<file path="src/design/clockLane_settings.svh">
`ifndef CLOCKLANE_SETTINGS_SVH
`define CLOCKLANE_SETTINGS_SVH

// Phase timer counter width
`define TIMER_WIDTH 8

// Phase durations in ppi cycles, one cycle per UI

// Power-up initialization in LP11
`define INIT_CYCLES 20

// Low-power request states
`define LPX_CYCLES 4

// HS clock start-up
`define CLK_PREPARE_CYCLES 3
`define CLK_ZERO_CYCLES 10
`define CLK_PRE_CYCLES 8

// HS finish, trail and post merged into one count
`define CLK_TRAIL_HS_CYCLES 12
`define CLK_TRAIL_CYCLES 4
`define HS_EXIT_CYCLES 5

// HS Tx idle
`define IDLE_POST_CYCLES 4
`define IDLE_MIN_CYCLES 6
`define IDLE_PRE_CYCLES 4

// Mark-1 hold before leaving ULPS
`define WAKEUP_CYCLES 30

`endif

</file>
<file path="src/design/clockLanePkg.sv">
`default_nettype none

`include "clockLane_settings.svh"

package clockLanePkg;

    // Remaining cycles of the current phase
    typedef logic [`TIMER_WIDTH-1:0] timerCount_t;

    // Clock lane line states, Mark-1 is LP10
    typedef enum logic [2:0]
    {
        LP00 = 3'd0,
        LP01 = 3'd1,
        LP10 = 3'd2,
        LP11 = 3'd3,
        HS0  = 3'd4,
        HS1  = 3'd5
    } lineState_t;

    // Lane control FSM states
    typedef enum logic [4:0]
    {
        phaseOff, phaseInit, phaseStop,
        phaseHsRequest, phaseHsPrepare, phaseHsZero, phaseHsPre, phaseHsActive,
        phaseHsTrail, phaseClkTrail, phaseHsExit,
        phaseIdlePost, phaseIdleMin, phaseIdleWait, phaseIdlePre,
        phaseUlpsEntry, phaseUlps, phaseUlpsWakeup, phaseUlpsHold
    } lanePhase_t;

    // PPI requests from the protocol layer
    typedef struct packed
    {
        logic enable;
        logic txRequestHs;
        logic txHsIdleClkHs;
        logic txUlpsClk;
        logic txUlpsExit;
    } ppiRequest_t;

    // PPI status back to the protocol layer
    typedef struct packed
    {
        logic stopState;
        logic txReadyHs;
        logic txHsIdleClkReadyHs;
        logic ulpsActiveNot;
    } ppiStatus_t;

endpackage

`default_nettype wire

</file>
<file path="src/design/clockLaneTx.sv">
`default_nettype none
`timescale 1ns/1ps

module clockLaneTx (
    input  logic                      ppi,
    input  logic                      hs_clk,
    input  clockLanePkg::ppiRequest_t request,
    output clockLanePkg::ppiStatus_t  status,
    output clockLanePkg::lineState_t  line
);
    import clockLanePkg::*;

    // Current lane phase shared by all blocks
    lanePhase_t phase;
    // Timed phase reaches its last cycle
    logic       expired;

    laneControlFsm laneControlFsm_i (
        .ppi     (ppi),
        .hs_clk  (hs_clk),
        .request (request),
        .expired (expired),
        .phase   (phase),
        .status  (status)
    );

    phaseTimer phaseTimer_i (
        .ppi     (ppi),
        .hs_clk  (hs_clk),
        .phase   (phase),
        .expired (expired)
    );

    lineDriver lineDriver_i (
        .ppi    (ppi),
        .hs_clk (hs_clk),
        .phase  (phase),
        .line   (line)
    );

endmodule

`default_nettype wire

</file>
<file path="src/design/laneControlFsm.sv">
`default_nettype none
`timescale 1ns/1ps

module laneControlFsm (
    input  logic                      ppi,
    input  logic                      hs_clk,
    input  clockLanePkg::ppiRequest_t request,
    input  logic                      expired,
    output clockLanePkg::lanePhase_t  phase,
    output clockLanePkg::ppiStatus_t  status
);
    import clockLanePkg::*;

    lanePhase_t nextPhase;

    // Status seen while the lane sits in a given phase
    function automatic ppiStatus_t statusFor(input lanePhase_t p);
        ppiStatus_t s;
        s.stopState          = (p == phaseStop);
        // Ready from clock start until the end of post, and again after idle pre
        s.txReadyHs          = (p == phaseHsActive) || (p == phaseHsTrail)
                               || (p == phaseIdlePost);
        s.txHsIdleClkReadyHs = (p == phaseIdleWait);
        s.ulpsActiveNot      = (p != phaseUlps);
        return s;
    endfunction

    always_comb
    begin
        nextPhase = phase;
        if (!request.enable)
        begin
            // Shutdown wins over everything
            nextPhase = phaseOff;
        end
        else
        begin
            case (phase)
                phaseOff:
                begin
                    nextPhase = phaseInit;
                end
                phaseInit:
                begin
                    if (expired)
                        nextPhase = phaseStop;
                end
                phaseStop:
                begin
                    if (request.txRequestHs)
                        nextPhase = phaseHsRequest;
                    else if (request.txUlpsClk)
                        nextPhase = phaseUlpsEntry;
                end

                // HS clock start-up
                phaseHsRequest:
                begin
                    if (expired)
                        nextPhase = phaseHsPrepare;
                end
                phaseHsPrepare:
                begin
                    if (expired)
                        nextPhase = phaseHsZero;
                end
                phaseHsZero:
                begin
                    if (expired)
                        nextPhase = phaseHsPre;
                end
                phaseHsPre:
                begin
                    if (expired)
                        nextPhase = phaseHsActive;
                end
                phaseHsActive:
                begin
                    if (!request.txRequestHs)
                        nextPhase = phaseHsTrail;
                    else if (request.txHsIdleClkHs)
                        nextPhase = phaseIdlePost;
                end

                // HS finish back to Stop
                phaseHsTrail:
                begin
                    if (expired)
                        nextPhase = phaseClkTrail;
                end
                phaseClkTrail:
                begin
                    if (expired)
                        nextPhase = phaseHsExit;
                end
                phaseHsExit:
                begin
                    if (expired)
                        nextPhase = phaseStop;
                end

                // HS Tx idle
                phaseIdlePost:
                begin
                    if (expired)
                        nextPhase = phaseIdleMin;
                end
                phaseIdleMin:
                begin
                    if (expired)
                        nextPhase = phaseIdleWait;
                end
                phaseIdleWait:
                begin
                    if (!request.txHsIdleClkHs)
                        nextPhase = phaseIdlePre;
                end
                phaseIdlePre:
                begin
                    if (expired)
                        nextPhase = phaseHsActive;
                end

                // ULPS entry, stay and wakeup
                phaseUlpsEntry:
                begin
                    if (expired)
                        nextPhase = phaseUlps;
                end
                phaseUlps:
                begin
                    if (request.txUlpsExit)
                        nextPhase = phaseUlpsWakeup;
                end
                phaseUlpsWakeup:
                begin
                    if (expired)
                        nextPhase = phaseUlpsHold;
                end
                phaseUlpsHold:
                begin
                    if (!request.txUlpsClk)
                        nextPhase = phaseStop;
                end
                default:
                begin
                    nextPhase = phaseOff;
                end
            endcase
        end
    end

    // Status moves on the same edge as the phase
    always_ff @(posedge ppi or negedge hs_clk)
    begin
        if (!hs_clk)
        begin
            phase  <= phaseOff;
            status <= statusFor(phaseOff);
        end
        else
        begin
            phase  <= nextPhase;
            status <= statusFor(nextPhase);
        end
    end

endmodule

`default_nettype wire

</file>
<file path="src/design/lineDriver.sv">
`default_nettype none
`timescale 1ns/1ps

module lineDriver (
    input  logic                     ppi,
    input  logic                     hs_clk,
    input  clockLanePkg::lanePhase_t phase,
    output clockLanePkg::lineState_t line
);
    import clockLanePkg::*;

    logic toggling;
    logic hsHigh;

    // Phases that carry a running HS clock
    assign toggling = (phase == phaseHsPre) || (phase == phaseHsActive)
                      || (phase == phaseHsTrail) || (phase == phaseIdlePost)
                      || (phase == phaseIdlePre);

    always_ff @(posedge ppi or negedge hs_clk)
    begin
        if (!hs_clk)
        begin
            hsHigh <= 1'b0;
            line   <= LP11;
        end
        else
        begin
            // Toggle flop drops back to HS0 outside the clocking phases
            hsHigh <= toggling ? ~hsHigh : 1'b0;
            case (phase)
                phaseHsRequest:  line <= LP01;
                phaseHsPrepare,
                phaseUlps:       line <= LP00;
                phaseHsZero,
                phaseClkTrail,
                phaseIdleMin,
                phaseIdleWait:   line <= HS0;
                phaseUlpsEntry,
                phaseUlpsWakeup,
                phaseUlpsHold:   line <= LP10;
                default:         line <= LP11;
            endcase
            if (toggling)
                line <= hsHigh ? HS0 : HS1;
        end
    end

endmodule

`default_nettype wire

</file>
<file path="src/design/phaseTimer.sv">
`default_nettype none
`timescale 1ns/1ps

`include "clockLane_settings.svh"

module phaseTimer (
    input  logic                     ppi,
    input  logic                     hs_clk,
    input  clockLanePkg::lanePhase_t phase,
    output logic                     expired
);
    import clockLanePkg::*;

    lanePhase_t  prevPhase;
    timerCount_t count;
    timerCount_t duration;
    timerCount_t remaining;
    logic        timed;

    // Duration of each timed phase
    always_comb
    begin
        timed    = 1'b1;
        duration = '0;
        case (phase)
            phaseInit:       duration = timerCount_t'(`INIT_CYCLES);
            phaseHsRequest:  duration = timerCount_t'(`LPX_CYCLES);
            phaseHsPrepare:  duration = timerCount_t'(`CLK_PREPARE_CYCLES);
            phaseHsZero:     duration = timerCount_t'(`CLK_ZERO_CYCLES);
            phaseHsPre:      duration = timerCount_t'(`CLK_PRE_CYCLES);
            phaseHsTrail:    duration = timerCount_t'(`CLK_TRAIL_HS_CYCLES);
            phaseClkTrail:   duration = timerCount_t'(`CLK_TRAIL_CYCLES);
            phaseHsExit:     duration = timerCount_t'(`HS_EXIT_CYCLES);
            phaseIdlePost:   duration = timerCount_t'(`IDLE_POST_CYCLES);
            phaseIdleMin:    duration = timerCount_t'(`IDLE_MIN_CYCLES);
            phaseIdlePre:    duration = timerCount_t'(`IDLE_PRE_CYCLES);
            phaseUlpsEntry:  duration = timerCount_t'(`LPX_CYCLES);
            phaseUlpsWakeup: duration = timerCount_t'(`WAKEUP_CYCLES);
            default:         timed    = 1'b0;
        endcase
    end

    // First cycle of a new phase counts from the full duration
    assign remaining = (phase != prevPhase) ? duration : count;
    assign expired   = timed && (remaining == timerCount_t'(1));

    always_ff @(posedge ppi or negedge hs_clk)
    begin
        if (!hs_clk)
        begin
            prevPhase <= phaseOff;
            count     <= '0;
        end
        else
        begin
            prevPhase <= phase;
            count     <= timed ? remaining - 1'b1 : '0;
        end
    end

endmodule

`default_nettype wire

</file>
<file path="config.mk">
export PLATFORM = sky130hd
export DESIGN_NAME = clockLaneTx
export DESIGN_NICKNAME = d
export VERILOG_FILES = /design/src/design/clockLanePkg.sv /design/src/design/clockLaneTx.sv /design/src/design/laneControlFsm.sv /design/src/design/lineDriver.sv /design/src/design/phaseTimer.sv
export VERILOG_INCLUDE_DIRS = /design/src /design/src/design
export SDC_FILE = /design/constraint.sdc
export NUM_CORES = 1
export LEC_CHECK = 0
export BUFFER_PORTS_ARGS = -buffer_cell sky130_fd_sc_hd__buf_2
export CAP_MARGIN = 15
export CORE_UTILIZATION = 35
export CTS_CLUSTER_DIAMETER = 150
export CTS_CLUSTER_SIZE = 40
export DETAILED_ROUTE_END_ITERATION = 10
export SLEW_MARGIN = 10
export SYNTH_ARGS = -nofsm -noshare
export SYNTH_HDL_FRONTEND = slang
export SYNTH_SLANG_ARGS = --single-unit
</file>
<file path="constraint.sdc">
create_clock -name ppi -period 5.2 [get_ports ppi]
set_input_delay 0.26 -clock ppi [delete_from_list [all_inputs] [get_ports ppi]]
set_output_delay 0.26 -clock ppi [all_outputs]
set_load 0.03 [all_outputs]
</file>
# --- After elaboration in Yosys (flattened, before gate mapping) ---
# Memories as Yosys holds them, arrays and structs flattened.
# Cells that the tools add are included.
# W data, S select, Z words.
totals:
  ff_bits: 26
  rom_bits: 96
  in_bits: 7
  output_inout_bits: 7
  word_cells: 77
  memories: 1
op_classes:
  addsub: 1
  n_eq_ne: 26
  n_mux: 27
  bitwise: 1
  n_reduce_logical: 12
mem_list:
  columns: ["memory", "words", "word_bits", "read_ports", "rd_clocked_by_memory_dff", "wr", "line", "rtl"]
  rows:
  - ["(name not given)", 32, 3, 1, 0, 0, "lineDriver.sv:31", "case (phase)"]
ops:
  columns: ["cell", "count"]
  rows:
  - ["$mux W5", 19]
  - ["$pmux W5 S17", 1]
  - ["$eq A5 B4 Y1 const B", 11]
  - ["$pmux W5 S9", 1]
  - ["$eq A5 B3 Y1 const B", 5]
  - ["$mux W8", 2]
  - ["$eq A5 B2 Y1 const B", 3]
  - ["$eq A5 B5 Y1 const B", 3]
  - ["$reduce_or A13 Y1", 1]
  - ["$eq A8 B1 Y1 const B", 1]
  - ["$sub A8 B1 Y8 const B", 1]
  - ["$logic_or A1 B1 Y1", 6]
  - ["$eq A5 B1 Y1 const B", 1]
  - ["$logic_not A5 Y1", 1]
  - ["$ne A5 B5 Y1", 1]
  - ["$ne A5 B5 Y1 const B", 1]
  - ["$reduce_or A5 Y1", 1]
  - ["$reduce_or A2 Y1", 2]
  - ["$mux W1", 3]
  - ["$mux W3", 1]
  - ["$logic_and A1 B1 Y1", 1]
  - ["$not A1 Y1", 1]

# --- Depth between registers and ports, before layout ---
logic_depth:
  word_depth: 12
  depth_mapped: 14
  mapped_depth_nobuf: 12

# --- Hierarchy ---
# A second synthesis with hierarchy kept.
unflattened:
  cells_unflattened: 224
  hier_area_um2: 1979.4
by_module_without_submodules:
  columns: ["module", "n_inst", "cells_per_inst", "area_each_um2", "seq_area_each_um2"]
  rows:
  - ["phaseTimer", 1, 98, 918.4, 325.3]
  - ["laneControlFsm", 1, 93, 772.0, 226.5]
  - ["lineDriver", 1, 33, 289.0, 102.6]

# --- Worst setup path before layout ---
# OpenSTA, ideal clock, no wires.
synth_path:
  path_kind: "register to register"
  from: "register laneControlFsm_i.phase[0]"
  to: "register laneControlFsm_i.status[2] (netlist name)"
  arrival_ns: 2.928
  t_required_ns: 5.070
  slack_ns: 2.142
  stages_incl_launch_ff: 15
  period_less_slack_ns: 3.058
  path_cell_list: "dfrtp_1 > buf_2 > buf_1 > clkbuf_1 > nand2_1 > a21oi_1 > nor3_1 > a21oi_1 > ha_1 > inv_1 > a211o_1 > or4b_4 > o311a_4 > xnor2_1 > o32ai_1"
synth_via:
  elab_chain_cells: 12
  elab_cells_between_ends: 54
  classes_between: "23 x eq/ne; 23 x mux; 8 x reduce/logical"
synth_rtl:
  columns: ["element", "line", "rtl"]
  rows:
  - ["from (decl)", "laneControlFsm.sv:9", "output clockLanePkg::lanePhase_t phase,"]
  - ["from (signal assigned)", "laneControlFsm.sv:158", "phase <= phaseOff;"]
  - ["from (signal assigned)", "laneControlFsm.sv:163", "phase <= nextPhase;"]
  - ["$eq A5 B2 Y1 / $eq A5 B4 Y1 (equally long branches)", "laneControlFsm.sv:38, phaseTimer.sv:25", null]
  - ["$reduce_or A5 Y1 (no line)", null, null]
  - ["$pmux W5 S9", "phaseTimer.sv:25", "case (phase)"]
  - ["$mux W8", "phaseTimer.sv:44", "assign remaining = (phase != prevPhase) ? duration : count;"]
  - ["$eq A8 B1 Y1", "phaseTimer.sv:45", "assign expired = timed && (remaining == timerCount_t'(1));"]
  - ["$logic_and A1 B1 Y1", "phaseTimer.sv:45", null]
  - ["$mux W5, or another cell as far along", "laneControlFsm.sv:137", "if (expired)"]
  - ["$pmux W5 S17 *", "laneControlFsm.sv:38", "case (phase)"]
  - ["$mux W5 *", "laneControlFsm.sv:31", "if (!request.enable)"]
  - ["$eq A5 B3 Y1 / $eq A5 B4 Y1 (equally long branches)", "laneControlFsm.sv:21", "s.txReadyHs = (p == phaseHsActive) || (p == phaseHsTrail)"]
  - ["$logic_or A1 B1 Y1", "laneControlFsm.sv:21", null]
  - ["$logic_or A1 B1 Y1 *", "laneControlFsm.sv:22", "|| (p == phaseIdlePost);"]
# Every way passes the cells marked *; elsewhere a longest branch is shown, timed or not.

# --- Worst setup path in the final report ---
layout_path:
  from: "register laneControlFsm_i.phase[2]"
  to: "register laneControlFsm_i.status[2] (netlist name)"
layout_via:
  elab_chain_cells: 12
  elab_cells_between_ends: 54
  classes_between: "23 x eq/ne; 23 x mux; 8 x reduce/logical"
layout_rtl:
  columns: ["element", "line"]
  rows:
  - ["$eq A5 B2 Y1 / $eq A5 B4 Y1 (equally long branches)", "laneControlFsm.sv:38, phaseTimer.sv:25"]
  - ["$reduce_or A5 Y1 (no line)", null]
  - ["$pmux W5 S9", "phaseTimer.sv:25"]
  - ["$mux W8", "phaseTimer.sv:44"]
  - ["$eq A8 B1 Y1", "phaseTimer.sv:45"]
  - ["$logic_and A1 B1 Y1", "phaseTimer.sv:45"]
  - ["$mux W5, or another cell as far along", "laneControlFsm.sv:137"]
  - ["$pmux W5 S17 *", "laneControlFsm.sv:38"]
  - ["$mux W5 *", "laneControlFsm.sv:31"]
  - ["$eq A5 B3 Y1 / $eq A5 B4 Y1 (equally long branches)", "laneControlFsm.sv:21"]
  - ["$logic_or A1 B1 Y1", "laneControlFsm.sv:21"]
  - ["$logic_or A1 B1 Y1 *", "laneControlFsm.sv:22"]
# Marked as above.

==> qor.yml <==
pwr:
  comb_power_share_pct: 56.8
  ir_drop_uv: 167
  leakage_nw: 0.818
  p_clk_share_pct: 15.5
  p_sw_w: 0.000507
  intPower_w: 0.000597
  power_density_nw_per_um2: 552
  p_sw_share_pct: 46.0
  seq_power_share_pct: 27.8
placed_design:
  post-dp-hpwl_um: 3040
  gp_congestion: 0.890
  portBuffers: 13
  placed_area_um2: 1920
floorplanning:
  die-area_um2: 5500
  die_h_um: 74.1
  die_w_um: 74.1
  ioPinCount: 14
  initial_core_util_pct: 37.3
  row_count: 25
  core_area_um2: 4880
drt:
  dr.pass1.iters: 4
  ant_nets: 0
  drc: 0
  drt_iter0_markers: 97
  wirelength_um: 4370
  vias: 1549
  wl_per_cell_um: 15.2
  viasPerCell: 5.38
worst_setup_path:
  worstSetupStartpointType: "flip-flop"
  reg2regPathDepth: 12
  crit_fanout: 30
  endpoint: "laneControlFsm_i.status[2]"
  arrival_ns: 3.79
  critPathLaunch: "laneControlFsm_i.phase[2]"
  critPathKind: "flip-flop to flip-flop"
  end_kind: "flip-flop"
  crit_required_ns: 5.36
  reg2reg_to: "laneControlFsm_i.status[2]"
  rrSetupSlack_ns: 1.57
  reg2reg_from: "laneControlFsm_i.phase[2]"
timing:
  final-setup-viol-count: 0
  fin_crit_ns: 3.63
  maxSlewViolCount: 0
  final_hold_viol_count: 0
  tightestPinTransition_ns: 0.866
  maxSlewHeadroom_pct: 42.2
  fin_skew_ns: 0.00448
  tns_ns: 0
  timing.final.crit_share_pct: 69.8
  max_freq_ghz: 0.275
  rsz0062_at_grt: "false"
clocking:
  cts_max_level: 1
  cts_sinks: 26
  cts_tree: "done"
  clk-insertion-delay-late_ns: 0.27
  cts_resized: 0
  cts_buffers: 3
  clock_path_buffers: 2
  cts.reportedPaths.clkPinSlew_ns: 0.10
  clockRootBuffer: "clkbuf_8"
layout:
  syn_to_final_growth_pct: 9.82
  n_antenna_cell: 0
  final_area_um2: 2000
  nNetsFinal: 231
  drive_gt1_share_pct: 14.5
synth:
  syn_area_um2: 1820
  synth_cells: 215
  synth_cell_types: 57
  synth-seq-cells: 26
  synthTopCellsByArea: "dfrtp_1 (32%), dfstp_2 (4.3%), nor2_1 (4.3%)"
  synthArstFlopShare_pct: 100
  yosysWarningCount: 0
  synth-simple-area-share_pct: 26.4
  yosys.area_share.xor_xnor_pct: 5.70
  synth_fa_ha_area_share_pct: 1.37
  synth_seq_area_share_pct: 35.9
  synth_nets: 224
  synth_compound_area_share_pct: 23.7
  synth_commonest_cells: "dfrtp_1 (23), nor2_1 (21), nand2_1 (17)"
  syn_avg_cell_area_um2: 8.47
  muxShareOfSynthArea_pct: 1.65
  synth_top_family_by_area: "simple AND/OR/NAND/NOR gates"
  yosys.area.top_type: "dfrtp_1"
  netlist.area_leader.share_pct: 31.6
  synth_top_flop_cell: "dfrtp_1"
  yosysMostFrequentCell: "dfrtp_1"
  synth-edff-count: 0
grt:
  grt_antenna_before_repair: 0
  grt_start_max_net_pins: 33
  overflow: 0
  track_usage_pct: 18.4
  grt_pass1_wl_um: 7700
  grt_pass1_vias: 1469
min_path:
  hold_start: "request[4]"
  hold_path.class: "input port to flip-flop"
run_status:
  outcome: "finished clean"
run:
  cap_violations: 0
area by class of cell:
| class | instances | area (um^2) |
|---|---|---|
| Multi-Input combinational cell | 167 | 1070 |
| Fill cell | 505 | 2880 |
| Inverter | 8 | 30.0 |
| Tap cell | 67 | 83.8 |
| Clock buffer | 3 | 41.3 |
| Clock inverter | 1 | 30.0 |
| Sequential cell | 26 | 654 |
| Timing Repair Buffer | 16 | 90.1 |
flip-flops by register name, indices dropped and copies added (netlist names):
| name | count |
|---|---|
| laneControlFsm_i.phase | 5 |
| laneControlFsm_i.status | 4 |
| lineDriver_i.hsHigh | 1 |
| lineDriver_i.line | 3 |
| phaseTimer_i.count | 8 |
| phaseTimer_i.prevPhase | 5 |
per-stage QoR:
| stage | util, % | setup WS [ns] | power [W] | instances | hold slack [ns] |
|---|---|---|---|---|---|
| after floorplan | - | 2.14 | 0.000822 | 215 | -0.0356 |
| after global placement | 39.3 | 1.73 | 0.000925 | 283 | 0.295 |
| after detailed placement | 39.3 | 1.62 | 0.000935 | 283 | 0.308 |
| after CTS | 41.0 | 1.59 | 0.00111 | 288 | 0.302 |
| after global routing | 41.0 | 1.23 | 0.00120 | 288 | 0.321 |
| final | 41.0 | 1.57 | 0.00110 | 288 | 0.308 |
how the worst min path moves through the flow:
stage / to / slack, ns / cells past startpoint
after CTS: laneControlFsm_i.phase[1] / 0.30 / 3
after floorplan: laneControlFsm_i.phase[0] / -0.04 / 0
after detailed placement: lineDriver_i.hsHigh / 0.31 / 1
after global placement: lineDriver_i.hsHigh / 0.30 / 1
final: laneControlFsm_i.phase[1] / 0.31 / 3
after global routing: laneControlFsm_i.phase[1] / 0.32 / 3
timing repair:
action / CTS / global route
hold buffers: 1 / 0
endpoints found under the setup margin: 0 / 0
buffers inserted: 0 / 0
hold endpoints to repair: 1 / 0
critical path, stage by stage (launching register included):
cell and delay, ns:
dfrtp_1 0.92, xnor2_1 0.21, nand3_2 0.14, nor2_1 0.49, nand2_1 0.10, o41ai_1 0.13, ha_1 0.28, inv_1 0.06
a211o_1 0.27, or4b_4 0.50, o311a_4 0.15, xnor2_1 0.17, o32ai_1 0.09
power groups by stage:
stage / Combinational (W) / Clock [W] / Sequential [W]
finish: 0.000627 / 0.000171 / 0.000307
floorplan: 0.000523 / 0 / 0.000299
CTS: 0.000628 / 0.000176 / 0.000306
global route: 0.000703 / 0.000183 / 0.000317
detailed placement: 0.000625 / 0 / 0.000310
global placement: 0.000614 / 0 / 0.000311
placed cells by master (no fill, tap or decap), types with 3 or more instances in the layout:
master    count
nor3_1        9
o21ai_0      15
inv_1         7
dfrtp_1      23
dfstp_2       3
a21oi_1      10
buf_2        13
nor2_1       21
nor2b_1       7
nand2_1      17
nand2b_1      5
xnor2_1       8
a22oi_1       4
nand4_1       6
clkbuf_8      3
o21ai_1       3
nand3_1       9
and2_1        4
mux2i_1       3
o211ai_1      3
logic make-up (layout without fill, tap and decap cells):
kind of cell               Yosys count  in the layout
AOI/OAI and AO/OA                   61             61
xor gates and xnor gates            11             11
adders and majority gates            2              2
buffers and inverters               22             28
DFF                                 26             26
muxes                                3              3
and+or+nand+nor                     90             90
per-layer routing:
| metal | routed length, um | vias to the layer above | global-route usage, % |
|---|---|---|---|
| met5 | 0 | - | 0 |
| met1 | 2310 | 714 | 29.2 |
| li1 | - | 799 | - |
| met3 | 158 | 4 | 1.63 |
| met4 | 72 | 0 | 7.26 |
| met2 | 1830 | 32 | 25.2 |
Note: power is estimated with default switching activity, not from simulation.
